**src/isa_pkg.sv**
```systemverilog
// instruction-set definitions used by the rename front: classes, exception codes, levels
package isa_pkg;

  // ====================
  // instruction classes
  // ====================
  typedef enum logic [2:0] {
    CLS_ALU     = 3'd0,
    CLS_MDU     = 3'd1,
    CLS_MEM     = 3'd2,
    CLS_BR      = 3'd3,
    CLS_PRIV    = 3'd4,
    CLS_SYSCALL = 3'd5,
    CLS_BREAK   = 3'd6
  } instr_class_e;

  // exception codes as the architecture numbers them
  typedef enum logic [5:0] {
    ECODE_INT = 6'h00,
    ECODE_SYS = 6'h0b,
    ECODE_BRK = 6'h0c,
    ECODE_INE = 6'h0d,
    ECODE_IPE = 6'h0e
  } ecode_e;

  // lowest privilege, priv class traps here
  localparam logic [1:0] PLV_USER = 2'd3;

endpackage

```
**src/sched_pkg.sv**
```systemverilog
// rename front pipeline widths, register index types and per-slot structs
package sched_pkg;

  localparam int DECODE_WIDTH = 2;
  localparam int ARCH_REG_NUM = 32;
  localparam int PHY_REG_NUM  = 64;

  // free list covers every register outside the reset mapping
  localparam int FL_DEPTH = PHY_REG_NUM - ARCH_REG_NUM;
  localparam int FL_IDX_W = $clog2(FL_DEPTH);
  localparam int FL_CNT_W = $clog2(FL_DEPTH + 1);

  typedef logic [$clog2(ARCH_REG_NUM)-1:0] arch_reg_t;
  typedef logic [$clog2(PHY_REG_NUM)-1:0]  phys_reg_t;

  // ====================
  // per-slot structs
  // ====================
  typedef struct packed {
    logic                  valid;
    isa_pkg::instr_class_e cls;
    logic                  invalid;
    arch_reg_t             arch_src0;
    arch_reg_t             arch_src1;
    arch_reg_t             arch_dest;
  } rename_req_t;

  typedef struct packed {
    logic            valid;
    isa_pkg::ecode_e ecode;
  } excp_t;

  typedef struct packed {
    phys_reg_t psrc0;
    phys_reg_t psrc1;
    logic      src0_ready;
    logic      src1_ready;
    logic      dest_valid;
    phys_reg_t pdest;
    phys_reg_t old_pdest;
  } renamed_t;

  typedef struct packed {
    logic                  valid;
    isa_pkg::instr_class_e cls;
    arch_reg_t             arch_dest;
    phys_reg_t             pdest;
    phys_reg_t             old_pdest;
    excp_t                 excp;
  } rob_entry_t;

  typedef struct packed {
    logic                  valid;
    isa_pkg::instr_class_e cls;
    renamed_t              renamed;
  } dispatch_entry_t;

endpackage

```
**src/free_list.sv**
```systemverilog
// free list of physical registers, circular queue with multi-slot pop and one push
`timescale 1ns/10ps

module free_list (
  input  logic                                            clk,
  input  logic                                            rst_n,
  input  logic [sched_pkg::DECODE_WIDTH-1:0]              alloc_i,
  input  logic                                            free_valid_i,
  input  sched_pkg::phys_reg_t                            free_preg_i,
  output logic                                            ready_o,
  output sched_pkg::phys_reg_t [sched_pkg::DECODE_WIDTH-1:0] preg_o
);

  import sched_pkg::*;

  phys_reg_t           fl_q [FL_DEPTH];
  logic [FL_IDX_W-1:0] head_q;
  logic [FL_IDX_W-1:0] tail_q;
  logic [FL_CNT_W-1:0] count_q;

  logic [FL_IDX_W-1:0] rd_idx;
  logic [FL_CNT_W-1:0] alloc_cnt;

  // whole group must fit, independent of how many slots allocate
  assign ready_o = count_q >= FL_CNT_W'(DECODE_WIDTH);

  // each slot sees the entry after the ones popped by earlier slots
  always_comb begin
    rd_idx    = head_q;
    alloc_cnt = '0;
    for (int i = 0; i < DECODE_WIDTH; i++) begin
      preg_o[i] = fl_q[rd_idx];
      rd_idx    = rd_idx + FL_IDX_W'(alloc_i[i]);
      alloc_cnt = alloc_cnt + FL_CNT_W'(alloc_i[i]);
    end
  end

  always_ff @(posedge clk or negedge rst_n) begin
    if (!rst_n) begin
      // registers above the identity map start out free, ascending
      for (int i = 0; i < FL_DEPTH; i++) begin
        fl_q[i] <= phys_reg_t'(ARCH_REG_NUM + i);
      end
      head_q  <= '0;
      tail_q  <= '0;
      count_q <= FL_CNT_W'(FL_DEPTH);
    end else begin
      head_q  <= rd_idx;
      count_q <= count_q - alloc_cnt + FL_CNT_W'(free_valid_i);
      if (free_valid_i) begin
        fl_q[tail_q] <= free_preg_i;
        tail_q       <= tail_q + 1'b1;
      end
    end
  end

endmodule

```
**src/reg_alias_table.sv**
```systemverilog
// register alias table, arch to phys map plus ready bit per physical register
`timescale 1ns/10ps

module reg_alias_table (
  input  logic                                               clk,
  input  logic                                               rst_n,
  input  sched_pkg::arch_reg_t [sched_pkg::DECODE_WIDTH-1:0] src0_i,
  input  sched_pkg::arch_reg_t [sched_pkg::DECODE_WIDTH-1:0] src1_i,
  input  sched_pkg::arch_reg_t [sched_pkg::DECODE_WIDTH-1:0] dest_i,
  input  logic [sched_pkg::DECODE_WIDTH-1:0]                 we_i,
  input  sched_pkg::phys_reg_t [sched_pkg::DECODE_WIDTH-1:0] wpreg_i,
  input  logic                                               wb_valid_i,
  input  sched_pkg::phys_reg_t                               wb_preg_i,
  output sched_pkg::phys_reg_t [sched_pkg::DECODE_WIDTH-1:0] psrc0_o,
  output sched_pkg::phys_reg_t [sched_pkg::DECODE_WIDTH-1:0] psrc1_o,
  output logic [sched_pkg::DECODE_WIDTH-1:0]                 ready0_o,
  output logic [sched_pkg::DECODE_WIDTH-1:0]                 ready1_o,
  output sched_pkg::phys_reg_t [sched_pkg::DECODE_WIDTH-1:0] old_pdest_o
);

  import sched_pkg::*;

  phys_reg_t              map_q [ARCH_REG_NUM];
  logic [PHY_REG_NUM-1:0] rdy_q;

  // lookups see the table as it stood before this edge
  always_comb begin
    for (int i = 0; i < DECODE_WIDTH; i++) begin
      psrc0_o[i]     = map_q[src0_i[i]];
      psrc1_o[i]     = map_q[src1_i[i]];
      ready0_o[i]    = rdy_q[map_q[src0_i[i]]];
      ready1_o[i]    = rdy_q[map_q[src1_i[i]]];
      old_pdest_o[i] = map_q[dest_i[i]];
    end
  end

  always_ff @(posedge clk or negedge rst_n) begin
    if (!rst_n) begin
      for (int a = 0; a < ARCH_REG_NUM; a++) begin
        map_q[a] <= phys_reg_t'(a);
      end
      rdy_q <= '1;
    end else begin
      if (wb_valid_i) begin
        rdy_q[wb_preg_i] <= 1'b1;
      end
      // later slot overrides an earlier write to the same entry
      for (int i = 0; i < DECODE_WIDTH; i++) begin
        if (we_i[i]) begin
          map_q[dest_i[i]]  <= wpreg_i[i];
          rdy_q[wpreg_i[i]] <= 1'b0;
        end
      end
    end
  end

endmodule

```
**src/rename_unit.sv**
```systemverilog
// rename unit, free list and alias table with same-group dependency bypass
`timescale 1ns/10ps

module rename_unit (
  input  logic                                                 clk,
  input  logic                                                 rst_n,
  input  sched_pkg::rename_req_t [sched_pkg::DECODE_WIDTH-1:0] req_i,
  input  logic                                                 fire_i,
  input  logic                                                 free_valid_i,
  input  sched_pkg::phys_reg_t                                 free_preg_i,
  input  logic                                                 wb_valid_i,
  input  sched_pkg::phys_reg_t                                 wb_preg_i,
  output logic                                                 ready_o,
  output sched_pkg::renamed_t [sched_pkg::DECODE_WIDTH-1:0]    renamed_o
);

  import sched_pkg::*;

  logic [DECODE_WIDTH-1:0]      dest_vld;
  logic [DECODE_WIDTH-1:0]      alloc;
  arch_reg_t [DECODE_WIDTH-1:0] src0_arch;
  arch_reg_t [DECODE_WIDTH-1:0] src1_arch;
  arch_reg_t [DECODE_WIDTH-1:0] dest_arch;
  phys_reg_t [DECODE_WIDTH-1:0] fl_preg;
  phys_reg_t [DECODE_WIDTH-1:0] rat_psrc0;
  phys_reg_t [DECODE_WIDTH-1:0] rat_psrc1;
  logic [DECODE_WIDTH-1:0]      rat_ready0;
  logic [DECODE_WIDTH-1:0]      rat_ready1;
  phys_reg_t [DECODE_WIDTH-1:0] rat_old;

  always_comb begin
    for (int i = 0; i < DECODE_WIDTH; i++) begin
      src0_arch[i] = req_i[i].arch_src0;
      src1_arch[i] = req_i[i].arch_src1;
      dest_arch[i] = req_i[i].arch_dest;
      // r0 is never renamed
      dest_vld[i]  = req_i[i].valid & (req_i[i].arch_dest != '0);
      alloc[i]     = dest_vld[i] & fire_i;
    end
  end

  free_list u_free_list (
    .clk          (clk),
    .rst_n        (rst_n),
    .alloc_i      (alloc),
    .free_valid_i (free_valid_i),
    .free_preg_i  (free_preg_i),
    .ready_o      (ready_o),
    .preg_o       (fl_preg)
  );

  reg_alias_table u_rat (
    .clk         (clk),
    .rst_n       (rst_n),
    .src0_i      (src0_arch),
    .src1_i      (src1_arch),
    .dest_i      (dest_arch),
    .we_i        (alloc),
    .wpreg_i     (fl_preg),
    .wb_valid_i  (wb_valid_i),
    .wb_preg_i   (wb_preg_i),
    .psrc0_o     (rat_psrc0),
    .psrc1_o     (rat_psrc1),
    .ready0_o    (rat_ready0),
    .ready1_o    (rat_ready1),
    .old_pdest_o (rat_old)
  );

  // ====================
  // same-group bypass
  // ====================
  always_comb begin
    renamed_o = '0;
    for (int i = 0; i < DECODE_WIDTH; i++) begin
      renamed_o[i].psrc0      = rat_psrc0[i];
      renamed_o[i].psrc1      = rat_psrc1[i];
      renamed_o[i].src0_ready = rat_ready0[i] | (src0_arch[i] == '0);
      renamed_o[i].src1_ready = rat_ready1[i] | (src1_arch[i] == '0);
      renamed_o[i].dest_valid = dest_vld[i];
      renamed_o[i].pdest      = dest_vld[i] ? fl_preg[i] : '0;
      renamed_o[i].old_pdest  = dest_vld[i] ? rat_old[i] : '0;
      // youngest older writer wins
      for (int j = 0; j < i; j++) begin
        if (dest_vld[j] && src0_arch[i] == dest_arch[j]) begin
          renamed_o[i].psrc0      = fl_preg[j];
          renamed_o[i].src0_ready = 1'b0;
        end
        if (dest_vld[j] && src1_arch[i] == dest_arch[j]) begin
          renamed_o[i].psrc1      = fl_preg[j];
          renamed_o[i].src1_ready = 1'b0;
        end
        if (dest_vld[i] && dest_vld[j] && dest_arch[i] == dest_arch[j]) begin
          renamed_o[i].old_pdest = fl_preg[j];
        end
      end
    end
  end

endmodule

```
**src/excp_check.sv**
```systemverilog
// exception classifier per decode slot, INT > INE > IPE > SYS > BRK
`timescale 1ns/10ps

module excp_check (
  input  sched_pkg::rename_req_t [sched_pkg::DECODE_WIDTH-1:0] req_i,
  input  logic                                                 csr_has_int_i,
  input  logic [1:0]                                           csr_plv_i,
  output sched_pkg::excp_t [sched_pkg::DECODE_WIDTH-1:0]       excp_o
);

  import isa_pkg::*;
  import sched_pkg::*;

  always_comb begin
    excp_o = '0;
    for (int i = 0; i < DECODE_WIDTH; i++) begin
      // pending interrupt is taken on every slot
      if (csr_has_int_i) begin
        excp_o[i].valid = 1'b1;
        excp_o[i].ecode = ECODE_INT;
      end else if (req_i[i].invalid) begin
        excp_o[i].valid = 1'b1;
        excp_o[i].ecode = ECODE_INE;
      end else if (req_i[i].cls == CLS_PRIV && csr_plv_i == PLV_USER) begin
        excp_o[i].valid = 1'b1;
        excp_o[i].ecode = ECODE_IPE;
      end else if (req_i[i].cls == CLS_SYSCALL) begin
        excp_o[i].valid = 1'b1;
        excp_o[i].ecode = ECODE_SYS;
      end else if (req_i[i].cls == CLS_BREAK) begin
        excp_o[i].valid = 1'b1;
        excp_o[i].ecode = ECODE_BRK;
      end
    end
  end

endmodule

```
**src/dispatch_merge.sv**
```systemverilog
// merge stage, registers ROB entries and packs fault-free slots for dispatch
`timescale 1ns/10ps

module dispatch_merge (
  input  logic                                                     clk,
  input  logic                                                     rst_n,
  input  logic                                                     fire_i,
  input  sched_pkg::rename_req_t [sched_pkg::DECODE_WIDTH-1:0]     req_i,
  input  sched_pkg::renamed_t [sched_pkg::DECODE_WIDTH-1:0]        renamed_i,
  input  sched_pkg::excp_t [sched_pkg::DECODE_WIDTH-1:0]           excp_i,
  input  logic                                                     wb_valid_i,
  input  sched_pkg::phys_reg_t                                     wb_preg_i,
  output sched_pkg::rob_entry_t [sched_pkg::DECODE_WIDTH-1:0]      rob_o,
  output sched_pkg::dispatch_entry_t [sched_pkg::DECODE_WIDTH-1:0] dispatch_o
);

  import sched_pkg::*;

  logic [DECODE_WIDTH-1:0]            slot_fire;
  renamed_t [DECODE_WIDTH-1:0]        woke;
  rob_entry_t [DECODE_WIDTH-1:0]      rob_d;
  dispatch_entry_t [DECODE_WIDTH-1:0] disp_d;

  // writeback in this cycle would be missed by the table lookup
  always_comb begin
    for (int i = 0; i < DECODE_WIDTH; i++) begin
      slot_fire[i] = fire_i & req_i[i].valid;
      woke[i]      = renamed_i[i];
      if (wb_valid_i && renamed_i[i].psrc0 == wb_preg_i) begin
        woke[i].src0_ready = 1'b1;
      end
      if (wb_valid_i && renamed_i[i].psrc1 == wb_preg_i) begin
        woke[i].src1_ready = 1'b1;
      end
    end
  end

  always_comb begin : merge_comb
    int pos;
    rob_d  = '0;
    disp_d = '0;
    pos    = 0;
    for (int i = 0; i < DECODE_WIDTH; i++) begin
      if (slot_fire[i]) begin
        rob_d[i].valid     = 1'b1;
        rob_d[i].cls       = req_i[i].cls;
        rob_d[i].arch_dest = req_i[i].arch_dest;
        rob_d[i].pdest     = renamed_i[i].pdest;
        rob_d[i].old_pdest = renamed_i[i].old_pdest;
        rob_d[i].excp      = excp_i[i];
      end
      // faulting slots only retire through the ROB
      if (slot_fire[i] && !excp_i[i].valid) begin
        disp_d[pos].valid   = 1'b1;
        disp_d[pos].cls     = req_i[i].cls;
        disp_d[pos].renamed = woke[i];
        pos                 = pos + 1;
      end
    end
  end

  always_ff @(posedge clk or negedge rst_n) begin
    if (!rst_n) begin
      rob_o      <= '0;
      dispatch_o <= '0;
    end else begin
      rob_o      <= rob_d;
      dispatch_o <= disp_d;
    end
  end

endmodule

```
**src/rename_top.sv**
```systemverilog
// rename front top, rename and exception paths side by side into the merge stage
`timescale 1ns/10ps

module rename_top (
  input  logic                                                     clk,
  input  logic                                                     rst_n,
  input  sched_pkg::rename_req_t [sched_pkg::DECODE_WIDTH-1:0]     req_i,
  input  logic                                                     csr_has_int_i,
  input  logic [1:0]                                               csr_plv_i,
  input  logic                                                     free_valid_i,
  input  sched_pkg::phys_reg_t                                     free_preg_i,
  input  logic                                                     wb_valid_i,
  input  sched_pkg::phys_reg_t                                     wb_preg_i,
  output logic                                                     req_ready_o,
  output sched_pkg::rob_entry_t [sched_pkg::DECODE_WIDTH-1:0]      rob_o,
  output sched_pkg::dispatch_entry_t [sched_pkg::DECODE_WIDTH-1:0] dispatch_o
);

  import sched_pkg::*;

  logic                          ren_ready;
  logic [DECODE_WIDTH-1:0]       req_valid;
  logic                          fire;
  renamed_t [DECODE_WIDTH-1:0]   renamed;
  excp_t [DECODE_WIDTH-1:0]      excp;

  assign req_ready_o = ren_ready;

  // group accepted when the free list can cover it
  always_comb begin
    for (int i = 0; i < DECODE_WIDTH; i++) begin
      req_valid[i] = req_i[i].valid;
    end
    fire = ren_ready & (|req_valid);
  end

  rename_unit u_rename (
    .clk          (clk),
    .rst_n        (rst_n),
    .req_i        (req_i),
    .fire_i       (fire),
    .free_valid_i (free_valid_i),
    .free_preg_i  (free_preg_i),
    .wb_valid_i   (wb_valid_i),
    .wb_preg_i    (wb_preg_i),
    .ready_o      (ren_ready),
    .renamed_o    (renamed)
  );

  excp_check u_excp (
    .req_i         (req_i),
    .csr_has_int_i (csr_has_int_i),
    .csr_plv_i     (csr_plv_i),
    .excp_o        (excp)
  );

  dispatch_merge u_merge (
    .clk        (clk),
    .rst_n      (rst_n),
    .fire_i     (fire),
    .req_i      (req_i),
    .renamed_i  (renamed),
    .excp_i     (excp),
    .wb_valid_i (wb_valid_i),
    .wb_preg_i  (wb_preg_i),
    .rob_o      (rob_o),
    .dispatch_o (dispatch_o)
  );

endmodule

```
**config.mk**
```make
export PLATFORM = sky130hd
export DESIGN_NAME = rename_top
export DESIGN_NICKNAME = d
export VERILOG_FILES = /design/src/isa_pkg.sv /design/src/sched_pkg.sv /design/src/free_list.sv /design/src/reg_alias_table.sv /design/src/rename_unit.sv /design/src/excp_check.sv /design/src/dispatch_merge.sv /design/src/rename_top.sv
export SDC_FILE = /design/constraint.sdc
export NUM_CORES = 2
export LEC_CHECK = 0
export CORE_MARGIN = 2
export CORE_UTILIZATION = 45
export DETAILED_ROUTE_END_ITERATION = 8
export DONT_BUFFER_PORTS = 1
export HOLD_SLACK_MARGIN = 0.1
export SETUP_SLACK_MARGIN = 0.2
export SLEW_MARGIN = 10
export SYNTH_ARGS = -nofsm -noshare
export SYNTH_HDL_FRONTEND = slang
export SYNTH_SLANG_ARGS = --single-unit
```
**constraint.sdc**
```tcl
create_clock -name clk -period 5.34 [get_ports clk]
set_clock_uncertainty 0.15 [all_clocks]
set_input_delay 1.068 -clock clk [delete_from_list [all_inputs] [get_ports clk]]
set_output_delay 1.068 -clock clk [all_outputs]
set_load 0.02 [all_outputs]
```
==> results.toml <==
[die]
dieHeight_um = 302
initial_core_util = 0.454
ios = 178
num_rows = 109
fp.dieW_um = 302
die_area_mm2 = 0.0914
coreArea_mm2 = 0.0882

[power]
pwr-share-clk = 0.172
seqPwrFrac = 0.320
power_density_mw_per_mm2 = 678
ir_drop_mv = 0.734
leakage_nw = 16.6
switchingPower_w = 0.0138
sw_frac_of_total = 0.466
p_int_w = 0.0158
p_comb_frac = 0.508

[route]
wl_per_cell_um = 34.6
vias_per_cell = 7.07
route.detailed.drc = 0
dr.pass1.iters = 6
vias = 33100
drt_iter0_drc = 4714
antenna_left = 0
totalWireLength_mm = 162

[setup_path]
cp.required_ns = 5.81
crit_path_end_kind = "flop"
arrival_ns = 5.14
crit_type = "in2reg"
startpoint_type = "input port"
worstPathMaxFanout = 20

[placement]
io_buffer_count = 0
place_ws_ns = 0.0000386
dpl-instance-area_mm2 = 0.0413
gp_congestion = 1.06
dpl.hpwl_mm = 112

[grt]
antenna_found_initial = 8
gr-usage-all-layers = 0.354
grt_max_degree = 579
grt_overflow_total = 0
grt_pass1_vias = 31800
grt_pass1_wl_mm = 233

[logic_synthesis]
netlist_instances = 3589
yosysUniqueCellTypes = 74
async_flop_share = 1.00
ys.flop_type = "dfrtp_1"
synth_edf_count = 0
synth_area_per_cell_um2 = 11.2
syn-cell-area_mm2 = 0.0401
yosysSeqAreaShare = 0.369
yosys_warnings = 0
ys_ff_latch = 578

[finish]
area_growth_pct = 9.22
layout-drive-gt1-share = 0.333
final_common_cell = "mux4_2"
finalNetCount = 3535
mostFrequentLayoutCells = "402 x mux4_2, 399 x nand2_1, 319 x dfrtp_1, 273 x o21ai_0, 262 x nor2_1"
final_area_mm2 = 0.0437

[timing]
tightestPinTransition_ns = 1.73
max_slew_margin = -0.150
fin_crit_sh = 0.876
hold_viol = 0
slew_viol_final = 122
setup_viol = 0
setup_tns_ns = 0
layout_min_cycle_time_ns = 4.68
rsz0062_at_grt = "no"
fin_ws_ns = 0.662
fmax_mhz = 214

[clock_tree]
clk_latency_ns = 0.69
h-tree-depth = 3
cts_tree = "done"
clock-sinks = 578
cts_buffer_depth = 3
numCtsBuffers = 68
cts_root_buffer = "clkbuf_16"
path_clk_slew_ns = 0.06

[outcome]
violations = "max-slew violations"
outcome = "finished, violations left"

[run]
cap_violations = 0

[min_path]
hold_path_class = "in2async"
## flip-flops by register name (all words and copies together), names as in the netlist
name and flops:
u_rename.u_free_list.fl_q 192, u_rename.u_rat.map_q 192, u_merge.rob_o 52, u_merge.dispatch_o 62, u_rename.u_free_list.head_q 5, u_rename.u_free_list.tail_q 5, u_rename.u_rat.rdy_q 64, u_rename.u_free_list.count_q 6
## power groups by stage
stage / sequential, W / clock [W] / combinational, W
floorplan: 0.00785 / 0 / 0.0103
global placement: 0.00924 / 0 / 0.0144
detailed placement: 0.00929 / 0 / 0.0146
CTS: 0.00926 / 0.00516 / 0.0146
global route: 0.00958 / 0.00536 / 0.0156
finish: 0.00949 / 0.00510 / 0.0151
## critical path, cell delays in order
cell	delay [ns]
or3_1	0.42
o31ai_4	0.50
nand2b_4	0.25
inv_4	0.04
ha_4	0.35
buf_12	0.22
buf_12	0.16
mux4_2	0.49
mux4_2	0.50
mux2_4	0.34
buf_12	0.18
nand2b_1	0.31
o22ai_1	0.22
nor2_1	0.06
## cell type report
type / instances / area (µm²)
Inverter: 66 / 255
Multi-Input combinational cell: 2649 / 24000
Sequential cell: 578 / 14800
Clock buffer: 85 / 1860
Timing Repair Buffer: 93 / 843
Antenna cell: 6 / 15.0
Tap cell: 1165 / 1460
Fill cell: 7845 / 44500
Clock inverter: 39 / 573
## Yosys cell counts (25+ instances only)
library cell	n	area, µm²
o21ai_0	280	1400
and3_1	27	169
nor2_1	267	1000
nand2_1	410	1540
o211ai_1	36	270
a22oi_1	60	450
mux2i_1	240	2400
o22ai_1	83	519
clkbuf_1	160	601
nor3_1	29	145
nand3_1	58	290
xor2_1	25	219
buf_4	27	203
dfstp_2	257	6750
nor2b_1	34	213
mux2_2	229	2580
inv_1	62	233
dfrtp_1	321	8030
mux4_2	402	9050
buf_2	35	175
xnor2_1	29	254
a21oi_1	143	716
buf_1	68	255
nand2b_1	37	231
## path summary, 6_finish.rpt
kind,start,to,slack [ns],cells past startpoint
worst max-delay path,req_i[2],u_rename.u_rat.rdy_q[15],0.66,14
worst min-delay path,rst_n,u_rename.u_free_list.count_q[2],0.14,0
worst max register to register,u_rename.u_free_list.head_q[1],u_merge.dispatch_o[14],0.91,11
worst min register to register,u_rename.u_free_list.count_q[0],u_rename.u_free_list.count_q[0],0.33,1
max in group asynchronous,rst_n,u_merge.dispatch_o[14],3.73,0
min in group clk,csr_has_int_i,u_merge.rob_o[1],0.31,1
## what timing repair did
action	in CTS	in global routing
gates resized for setup	0	0
buffers inserted	0	0
hold endpoints to repair	318	124
## cells by family (layout without fill, tap and decap cells)
kind of cell / after synthesis / after routing / share of synthesized area
muxes: 886 / 886 / 0.356
buffers and inverters: 365 / 283 / 0.0395
AOI/OAI and AO/OA: 739 / 739 / 0.112
adders and majority gates: 20 / 20 / 0.00662
xor gates and xnor gates: 54 / 54 / 0.0118
DFF: 578 / 578 / 0.369
and+or+nand+nor: 946 / 946 / 0.105
other: 1 / 10 / 0.0000936
## layer usage
| layer | part of all wire | global-route usage | vias up |
|---|---|---|---|
| li1 | - | - | 13400 |
| met2 | 0.43 | 0.511 | 2465 |
| met1 | 0.38 | 0.466 | 16800 |
| met4 | 0.057 | 0.173 | 12 |
| met3 | 0.13 | 0.136 | 480 |
| met5 | 0.00051 | 0 | - |
## through the flow
stage                     hold WS, ns  power (W)  cells   util
final                           0.143     0.0297   4681  0.496
after global routing            0.118     0.0305   4675  0.496
after CTS                    -0.00123     0.0290   4674  0.495
after detailed placement        0.321     0.0239   4550  0.468
after global placement          0.313     0.0237   4550  0.468
after floorplan                 0.306     0.0181   3592      -
Power figures use the tool's default switching activity.
